==> config.mk <==
export PLATFORM = sky130hd
export DESIGN_NAME = gba_loader_top
export DESIGN_NICKNAME = d
export VERILOG_FILES = /design/src/hw/gba_load_pkg.sv /design/src/hw/cart_scanner.sv /design/src/hw/download_classify.sv /design/src/hw/gba_loader_top.sv /design/src/hw/half_word_packer.sv
export SDC_FILE = /design/constraint.sdc
export NUM_CORES = 1
export LEC_CHECK = 0
export BUFFER_PORTS_ARGS = -buffer_cell sky130_fd_sc_hd__buf_2
export CORE_MARGIN = 5
export CORE_UTILIZATION = 35
export CTS_CLUSTER_DIAMETER = 80
export DETAILED_ROUTE_END_ITERATION = 6
export HOLD_SLACK_MARGIN = 0.06
export SYNTH_ARGS = -nofsm -noshare
export SYNTH_HDL_FRONTEND = slang
export SYNTH_SLANG_ARGS = --single-unit
export TNS_END_PERCENT = 1
==> constraint.sdc <==
create_clock -name clk_sys -period 3.7 [get_ports clk_sys]
set_input_delay 0 -clock clk_sys [delete_from_list [all_inputs] [get_ports clk_sys]]
set_output_delay 0 -clock clk_sys [all_outputs]
set_load 0.05 [all_outputs]
==> src/hw/gba_load_pkg.sv <==
// Loader package: host stream, load mode, payload and cartridge structs, flash marker, quirk table
package gba_load_pkg;

	// ====================
	// Host download stream
	// ====================
	localparam int IOCTL_ADDR_W = 27;          // Byte address width of the stream

	localparam logic [7:0] BIOS_INDEX = 8'd0;  // Firmware image
	localparam logic [7:0] CODE_INDEX = 8'd255; // Cheat list, any other index is a cartridge

	typedef struct packed {
		logic [IOCTL_ADDR_W-1:0] addr; // Byte address, even on every write
		logic [15:0]             data; // Low byte belongs to the even address
	} ioctl_beat_t;

	typedef struct packed {
		logic bios;
		logic cart;
		logic code;
	} load_mode_t;

	// ====================
	// Packed payloads
	// ====================
	typedef struct packed {
		logic [15:0] hi;
		logic [15:0] lo;
	} bios_word_t;

	typedef struct packed {
		logic [11:0] addr;             // Firmware word address
		bios_word_t  word;
	} bios_write_t;

	// One cheat record, big fields first
	typedef struct packed {
		logic [31:0] flags;
		logic [31:0] addr;
		logic [31:0] compare;
		logic [31:0] replace;
	} cheat_code_t;

	typedef struct packed {
		logic        loaded;           // Set by the first cartridge download
		logic [1:0]  cart_type;        // Index bits 7:6
		logic        flash_1m;
		logic        sram_quirk;
		logic        remap_quirk;
		logic [IOCTL_ADDR_W-3:0] last_addr; // Word address of the last beat
	} cart_info_t;

	// ====================
	// Cartridge header
	// ====================
	localparam logic [71:0] FLASH_MARKER = "FLASH1M_V"; // 'F' in the top byte

	localparam int TITLE_ADDR = 'hA0;
	localparam int TITLE_LEN  = 12;

	typedef struct packed {
		logic [TITLE_LEN*8-1:0] title; // First character on top, zero padded
		logic                   sram;
		logic                   remap;
	} quirk_entry_t;

	localparam int QUIRK_COUNT = 6;

	// Searched in order, first hit wins
	localparam quirk_entry_t QUIRK_TABLE [QUIRK_COUNT] = '{
		'{title: "ROCKY BOXING",             sram: 1'b1, remap: 1'b0},
		'{title: "DBZ LGCYGOKU",             sram: 1'b1, remap: 1'b0},
		'{title: {"IRIDIONII", 24'h000000},  sram: 1'b1, remap: 1'b0},
		'{title: {"CASTLEVANIA", 8'h00},     sram: 1'b1, remap: 1'b1}, // Classic NES series
		'{title: {"SUPER MARIO", 8'h00},     sram: 1'b1, remap: 1'b1},
		'{title: {"ZELDA 1", 40'h0000000000}, sram: 1'b1, remap: 1'b1}
	};

endpackage

==> src/hw/cart_scanner.sv <==
// Cartridge scanner: flash marker search, header title capture, quirk table lookup
`timescale 1ns/10ps

module cart_scanner #(
	parameter int ADDR_W = gba_load_pkg::IOCTL_ADDR_W
) (
	input  logic                      clk_sys,
	input  logic                      reset,
	input  logic                      enable,     // Cartridge download active
	input  logic                      cart_start,
	input  logic [7:0]                index,
	input  gba_load_pkg::ioctl_beat_t beat,
	input  logic                      beat_wr,
	input  logic [ADDR_W-3:0]         last_addr,
	output gba_load_pkg::cart_info_t  cart_info
);

	localparam int TITLE_W = gba_load_pkg::TITLE_LEN * 8;

	logic              loaded_q;
	logic [1:0]        type_q;
	logic              flash_q;
	logic              sram_q;
	logic              remap_q;

	logic [63:0]       hist;       // Last eight stream bytes, newest at bottom
	logic [63:0]       hist_cur;   // History as seen by this beat
	logic              marker_hit;
	logic [TITLE_W-1:0] title_buf;
	logic [ADDR_W-1:0] title_off;  // Beat address relative to title start
	logic [6:0]        title_lsb;
	logic              in_title;
	logic              title_done; // Beat just past the title
	logic              q_sram;
	logic              q_remap;
	logic              q_hit;

	// ====================
	// Flash marker search
	// ====================
	assign hist_cur = cart_start ? 64'd0 : hist; // No match across downloads

	// Marker may end at the low byte or at the high byte of this beat
	assign marker_hit = ({hist_cur, beat.data[7:0]} == gba_load_pkg::FLASH_MARKER) ||
		({hist_cur[55:0], beat.data[7:0], beat.data[15:8]} == gba_load_pkg::FLASH_MARKER);

	// ====================
	// Title and quirks
	// ====================
	assign title_off  = beat.addr[ADDR_W-1:0] - ADDR_W'(gba_load_pkg::TITLE_ADDR);
	assign in_title   = (title_off < ADDR_W'(gba_load_pkg::TITLE_LEN)); // Wraps below start
	assign title_lsb  = 7'((gba_load_pkg::TITLE_LEN - 2 - int'(title_off[3:0])) * 8);
	assign title_done = (title_off == ADDR_W'(gba_load_pkg::TITLE_LEN));

	always_comb begin
		q_sram  = 1'b0;
		q_remap = 1'b0;
		q_hit   = 1'b0;
		for (int i = 0; i < gba_load_pkg::QUIRK_COUNT; i++) begin
			if (!q_hit && (title_buf == gba_load_pkg::QUIRK_TABLE[i].title)) begin
				q_sram  = gba_load_pkg::QUIRK_TABLE[i].sram;
				q_remap = gba_load_pkg::QUIRK_TABLE[i].remap;
				q_hit   = 1'b1;                    // First entry wins
			end
		end
	end

	// Stream bytes and title text
	always_ff @(posedge clk_sys) begin
		if (enable && beat_wr) begin
			hist <= {hist_cur[47:0], beat.data[7:0], beat.data[15:8]};
			if (in_title) begin
				title_buf[title_lsb +: 16] <= {beat.data[7:0], beat.data[15:8]};
			end
		end else if (cart_start) begin
			hist <= 64'd0;
		end
	end

	always_ff @(posedge clk_sys) begin
		if (reset) begin
			loaded_q <= 1'b0;
			type_q   <= 2'd0;
			flash_q  <= 1'b0;
			sram_q   <= 1'b0;
			remap_q  <= 1'b0;
		end else begin
			if (cart_start) begin
				loaded_q <= 1'b1;
				type_q   <= index[7:6];
				flash_q  <= 1'b0;
				sram_q   <= 1'b0;
				remap_q  <= 1'b0;
			end
			// Beat updates come last so a strobe at cart_start still counts
			if (enable && beat_wr) begin
				if (marker_hit) flash_q <= 1'b1;
				if (title_done) begin
					sram_q  <= q_sram;
					remap_q <= q_remap;
				end
			end
		end
	end

	assign cart_info = '{
		loaded:      loaded_q,
		cart_type:   type_q,
		flash_1m:    flash_q,
		sram_quirk:  sram_q,
		remap_quirk: remap_q,
		last_addr:   last_addr
	};

	// Save-type flags only move on cartridge traffic
	a_flags_stable: assert property (@(posedge clk_sys) disable iff (reset)
		$changed({flash_q, sram_q, remap_q}) |-> $past(enable || cart_start))
		else $error("cart_scanner: save flags changed outside a cartridge download");

endmodule

==> src/hw/download_classify.sv <==
// Download classifier: registered load kind, start pulses, last cartridge word address
`timescale 1ns/10ps

module download_classify #(
	parameter int ADDR_W = gba_load_pkg::IOCTL_ADDR_W
) (
	input  logic                      clk_sys,
	input  logic                      reset,
	input  logic                      download,
	input  logic [7:0]                index,
	input  gba_load_pkg::ioctl_beat_t beat,
	output gba_load_pkg::load_mode_t  mode,
	output logic                      cart_start,  // Cycle after cartridge flag rises
	output logic                      cheat_clear, // Cycle after a cheat download begins
	output logic [ADDR_W-3:0]         last_addr
);

	logic cart_prev;     // Cartridge flag one cycle back
	logic download_prev; // Host level one cycle back
	logic is_bios;
	logic is_code;

	assign is_bios = (index == gba_load_pkg::BIOS_INDEX);
	assign is_code = (index == gba_load_pkg::CODE_INDEX);

	always_ff @(posedge clk_sys) begin
		if (reset) begin
			mode          <= '0;
			cart_prev     <= 1'b0;
			download_prev <= 1'b0;
			cart_start    <= 1'b0;
			cheat_clear   <= 1'b0;
			last_addr     <= '0;
		end else begin
			// Kind follows the host with one register stage
			mode.bios <= download && is_bios;
			mode.code <= download && is_code;
			mode.cart <= download && !is_bios && !is_code;

			cart_prev     <= mode.cart;
			download_prev <= download;

			cart_start  <= mode.cart && !cart_prev;                   // Rising edge of flag
			cheat_clear <= download && !download_prev && is_code;    // Rising edge of host level

			// Falling edge, host still shows the final beat address
			if (cart_prev && !mode.cart) begin
				last_addr <= beat.addr[ADDR_W-1:2];
			end
		end
	end

	// Kinds are exclusive
	a_mode_onehot: assert property (@(posedge clk_sys) disable iff (reset)
		$onehot0(mode))
		else $error("download_classify: more than one load kind active");

	// A cartridge start always sits inside a cartridge download
	a_start_in_cart: assert property (@(posedge clk_sys) disable iff (reset)
		cart_start |-> mode.cart)
		else $error("download_classify: cartridge start outside a cartridge download");

endmodule

==> src/hw/gba_loader_top.sv <==
// Loader top level: download classifier, firmware and cheat packers, cartridge scanner
`timescale 1ns/10ps

module gba_loader_top #(
	parameter int ADDR_W = gba_load_pkg::IOCTL_ADDR_W
) (
	input  logic                      clk_sys,
	input  logic                      reset,
	input  logic                      download,    // High for a whole download
	input  logic [7:0]                index,
	input  gba_load_pkg::ioctl_beat_t beat,
	input  logic                      beat_wr,     // One cycle per beat
	output logic                      bios_wr,
	output gba_load_pkg::bios_write_t bios_write,
	output logic                      cheat_valid,
	output gba_load_pkg::cheat_code_t cheat_code,
	output logic                      cheat_clear,
	output gba_load_pkg::cart_info_t  cart_info
);

	gba_load_pkg::load_mode_t mode;
	logic                     cart_start;
	logic [ADDR_W-3:0]        last_addr;       // Word address at end of cartridge

	gba_load_pkg::bios_word_t bios_word;
	logic [gba_load_pkg::IOCTL_ADDR_W-3:0] bios_index; // Firmware word number

	// ====================
	// Download kind
	// ====================
	download_classify #(.ADDR_W(ADDR_W)) classify_i (
		.clk_sys     (clk_sys),
		.reset       (reset),
		.download    (download),
		.index       (index),
		.beat        (beat),
		.mode        (mode),
		.cart_start  (cart_start),
		.cheat_clear (cheat_clear),
		.last_addr   (last_addr)
	);

	// ====================
	// Payload packers
	// ====================
	half_word_packer #(.payload_t(gba_load_pkg::bios_word_t)) bios_pack_i (
		.clk_sys    (clk_sys),
		.reset      (reset),
		.enable     (mode.bios),
		.beat       (beat),
		.beat_wr    (beat_wr),
		.payload    (bios_word),
		.done       (bios_wr),
		.word_index (bios_index)
	);

	assign bios_write = '{addr: bios_index[11:0], word: bios_word}; // 16 KB firmware window

	// Record number is not needed downstream
	half_word_packer #(.payload_t(gba_load_pkg::cheat_code_t)) cheat_pack_i (
		.clk_sys    (clk_sys),
		.reset      (reset),
		.enable     (mode.code),
		.beat       (beat),
		.beat_wr    (beat_wr),
		.payload    (cheat_code),
		.done       (cheat_valid),
		.word_index ()
	);

	// ====================
	// Cartridge header
	// ====================
	cart_scanner #(.ADDR_W(ADDR_W)) scanner_i (
		.clk_sys    (clk_sys),
		.reset      (reset),
		.enable     (mode.cart),
		.cart_start (cart_start),
		.index      (index),
		.beat       (beat),
		.beat_wr    (beat_wr),
		.last_addr  (last_addr),
		.cart_info  (cart_info)
	);

endmodule

==> src/hw/half_word_packer.sv <==
// Half-word packer: assembles 16-bit download writes into a wider payload
`timescale 1ns/10ps

module half_word_packer #(
	parameter type payload_t = gba_load_pkg::bios_word_t
) (
	input  logic                      clk_sys,
	input  logic                      reset,
	input  logic                      enable,  // Download of this payload kind active
	input  gba_load_pkg::ioctl_beat_t beat,
	input  logic                      beat_wr,
	output payload_t                  payload,
	output logic                      done,    // Last slot written
	output logic [gba_load_pkg::IOCTL_ADDR_W-$clog2($bits(payload_t)/8)-1:0] word_index
);

	localparam int PAY_W   = $bits(payload_t);
	localparam int HALVES  = PAY_W / 16;         // Slots per payload
	localparam int FIELDS  = PAY_W / 32;         // 32-bit fields, first one on top
	localparam int SLOT_W  = $clog2(HALVES);
	localparam int LSB_W   = $clog2(PAY_W);
	localparam int BYTE_SH = $clog2(PAY_W / 8);  // Address bits inside one payload

	logic [PAY_W-1:0]  pay_q;
	logic [SLOT_W-1:0] slot;      // Half-word slot of the current beat
	logic [LSB_W-1:0]  lane_lsb;  // Bottom bit of that slot in the payload
	logic              last_slot;

	assign slot = beat.addr[SLOT_W:1];

	// Field slot/2 counts down from the top, half slot%2 is low first
	assign lane_lsb  = LSB_W'((FIELDS - 1 - int'(slot >> 1)) * 32 + int'(slot[0]) * 16);
	assign last_slot = (slot == SLOT_W'(HALVES - 1));

	assign payload = payload_t'(pay_q);

	// ====================
	// Payload and index
	// ====================
	always_ff @(posedge clk_sys) begin
		if (enable && beat_wr) begin
			pay_q[lane_lsb +: 16] <= beat.data;
			if (last_slot) begin
				word_index <= beat.addr[gba_load_pkg::IOCTL_ADDR_W-1:BYTE_SH];
			end
		end
	end

	always_ff @(posedge clk_sys) begin
		if (reset) begin
			done <= 1'b0;
		end else begin
			done <= enable && beat_wr && last_slot; // Same cycle as final half lands
		end
	end

	// Odd addresses would split a half-word across slots
	a_even_addr: assert property (@(posedge clk_sys) disable iff (reset)
		(enable && beat_wr) |-> !beat.addr[0])
		else $error("half_word_packer: write strobe with odd byte address");

endmodule

==> flow_metrics.py <==
metrics = {
    "route": {
        "routed_wl_mm": 50.4,
        "antenna_left": 0,
        "wire_per_inst_um": 21.8,
        "vias": 11900,
        "firstDrtPassIters": 5,
        "first_iter_violations": 975,
        "route.detailed.drc": 0,
        "via_per_inst": 5.16,
    },
    "setup_path": {
        "ff2ff_path_depth": 7,
        "worst-path-buf-inv": 3,
        "startpoint": "beat[34]",
        "reg2reg_to": "scanner_i.remap_q$_SDFF_PP0_",
        "crit_chain": "dlygate4sd3_1 > buf_2 > or4_1 > or4_4 > nor2_1 > nand3_2 > a2111oi_2 > buf_4 > o21ai_1 > nor2_1",
        "critPathCaptureType": "flop",
        "start_kind": "input port",
        "crit_slowest_cell": "or4_1",
        "max_stage_delay_ns": 0.59,
        "crit_type": "input port to flop",
        "r2r_slack_ns": 0.61,
        "cp_common_cell": "nor2_1",
        "required_ns": 3.88,
        "path_depth": 10,
        "rr_startpoint": "scanner_i.title_buf[45]$_DFFE_PP_",
        "worst-path-max-fanout": 8,
        "worstPathArrival_ns": 3.30,
        "cpLargestDelayFamily": "simple AND/OR/NAND/NOR gates",
    },
    "sta": {
        "finalClockSkew_ns": 0.0311,
        "finalCritPeriodShare_pct": 84.4,
        "period_needed_ns": 3.12,
        "hold_viol": 0,
        "max_slew_margin_pct": 30.0,
        "max_freq_mhz": 320,
        "rsz0062_at_grt": "false",
        "setup_viol": 0,
        "worst_slew_pin_slew_ns": 1.05,
        "slew_viol_final": 0,
        "fin_tns_setup_ns": 0,
    },
    "logic_synthesis": {
        "synthDominantCellAreaShare_pct": 50.9,
        "yosysMostFrequentCell": "edfxtp_1",
        "synth.distinct_cells": 77,
        "synthArstFlopShare_pct": 0,
        "syn_inst": 1387,
        "yosys_warnings": 0,
        "ys_seq_elements": 372,
        "yosys_most_used_dff": "edfxtp_1",
        "ys_seq_area_share_pct": 64.1,
        "syn_avg_cell_area_um2": 11.4,
        "synth_area_leaders": "edfxtp_1 (51%), dfxtp_1 (13%), and2_1 (6.1%)",
        "synth.largest_area_cell": "edfxtp_1",
        "netlist_area_um2": 15800,
        "synth_common_cells": "edfxtp_1 (268), nand2_1 (209), and2_1 (154)",
        "synth_edf_count": 268,
        "synth_nets": 1454,
    },
    "clocking": {
        "h-tree-depth": 2,
        "cts_buffers": 41,
        "cts_tree": "yes",
        "cts_sinks": 372,
        "cts_resized": 0,
        "cts_setup_buffers": 0,
        "clk_pin_slew_ns": 0.06,
        "cts-root-buf": "clkbuf_16",
        "worstSkewPairLatency_ns": 0.57,
        "hold_buffers": 61,
        "clk_path_buf_depth": 3,
    },
    "layout": {
        "num_antenna_cells": 0,
        "syn_to_final_growth_pct": 24.4,
        "final_util_pct": 44.3,
        "fill_cells": 4126,
        "final_area_um2": 19700,
        "drive_gt1_share_pct": 23.0,
        "nets": 1751,
    },
    "place": {
        "dp_hpwl_mm": 34.4,
        "portBuffers": 260,
        "place_congestion": 0.903,
        "placed_area_um2": 17700,
    },
    "global_routing": {
        "grt_max_degree": 64,
        "grt_pass1_vias": 11400,
        "grt_overflow": 0,
        "grt_pass1_wl_mm": 74.0,
        "track_usage_pct": 19.5,
        "antenna_found_initial": 2,
    },
    "floorplan": {
        "ios": 261,
        "row_count": 77,
        "die_h_um": 223,
        "die_area_um2": 49500,
        "die_w_um": 223,
        "core_area_um2": 44400,
        "start_util_pct": 35.6,
    },
    "power": {
        "power_frac_comb_pct": 7.8,
        "power.density_nw_per_um2": 478,
        "seqPwrFrac_pct": 49.0,
        "p_leak_nw": 7.87,
        "switchingPower_mw": 2.25,
        "ir_drop_mv": 0.331,
        "netSwitchingFraction_pct": 23.9,
        "p_int_mw": 7.15,
        "clockPowerShare_pct": 43.2,
    },
    "outcome": {
        "outcome": "finished, final reports clean",
    },
    "hold_path": {
        "hold_path_end": "scanner_i.title_buf[24]$_DFFE_PP_",
        "min_from": "beat[16]",
        "hp-class": "input port to flop",
        "holdPathStages": 4,
    },
    "job": {
        "cap_violations": 0,
    },
}
power by group through the flow:
stage / Combinational (mW) / Clock, mW / Sequential (mW)
final: 0.734 / 4.06 / 4.61
after global routing: 0.802 / 4.32 / 4.61
after CTS: 0.731 / 4.13 / 4.60
after detailed placement: 0.683 / 0 / 4.69
after global placement: 0.668 / 0 / 4.69
after floorplan: 0.414 / 0 / 4.70
final cells by class:
class | count | area (µm²) | area share (%)
flip-flops and latches | 372 | 10100 | 51.5
multi-input cells | 912 | 5290 | 26.9
repair buffers | 350 | 2130 | 10.8
clock buffers | 55 | 1190 | 6.06
well taps | 592 | 741 | 3.76
clock inverters | 20 | 165 | 0.839
inverters | 7 | 26.3 | 0.134
worst max-delay path by stage:
stage                                        endpoint  slack [ns]
CTS                      scanner_i.remap_q$_SDFF_PP0_        0.57
floorplan           scanner_i.title_buf[40]$_DFFE_PP_        0.78
global placement    scanner_i.title_buf[11]$_DFFE_PP_        0.64
finish              scanner_i.title_buf[22]$_DFFE_PP_        0.58
detailed placement  scanner_i.title_buf[11]$_DFFE_PP_        0.59
global route             scanner_i.remap_q$_SDFF_PP0_        0.30
metrics by stage:
stage / hold WS [ns] / total power [mW] / std cells / setup WS (ns)
detailed placement: 0.246 / 5.37 / 2172 / 0.588
global placement: 0.246 / 5.36 / 2172 / 0.638
finish: 0.213 / 9.40 / 2308 / 0.576
floorplan: 0.0989 / 5.11 / 1387 / 0.779
global route: 0.224 / 9.73 / 2308 / 0.299
CTS: 0.184 / 9.47 / 2308 / 0.575
registers in the layout, summed over array words and instances (netlist names), 2 cells and up:
| name | count |
|---|---|
| bios_pack_i.word_index | 12 |
| cheat_pack_i.payload | 128 |
| scanner_i.hist | 64 |
| scanner_i.title_buf | 96 |
| scanner_i.type_q | 2 |
| bios_pack_i.payload | 32 |
| classify_i.last_addr | 25 |
| classify_i.mode | 3 |
cell usage in the layout, fill, tap and decap left out, drive strengths merged, types with 13 or more instances in the layout:
cell type / n
a21oi: 90
a22o: 13
a22oi: 16
and2: 155
buf: 289
clkbuf: 55
clkinv: 14
dfxtp: 104
dlygate4sd3: 61
edfxtp: 268
nand2: 210
nand2b: 13
nand3: 25
nand3b: 22
nand4: 23
nand4b: 13
nor2: 112
nor2b: 25
nor3: 24
nor4: 25
o21ai: 14
per-layer routing:
| layer | GRT usage, % | share of wire (%) |
|---|---|---|
| met5 | 0 | 0 |
| met4 | 6.34 | 3.2 |
| met3 | 4.05 | 6.2 |
| met2 | 32.6 | 49 |
| met1 | 25.4 | 42 |
worst register-to-register path, stage by stage, from the launching register on:
cell and delay, ns:
edfxtp_1 0.40, nor4b_1 0.65, nand4_1 0.15, or4_1 0.44
or4_1 0.40, a2111oi_0 0.51, and3b_1 0.26, a211oi_2 0.17
cell families after synthesis:
logic type / count (synthesis) / share of synthesized area [%]
buf+inv: 103 / 2.59
flops: 372 / 64.1
fa+ha+maj: 12 / 0.950
mux: 10 / 0.633
xor+xnor: 7 / 0.388
compound gates: 159 / 6.20
simple gates: 724 / 25.2
(Power assumes the default switching activity.)
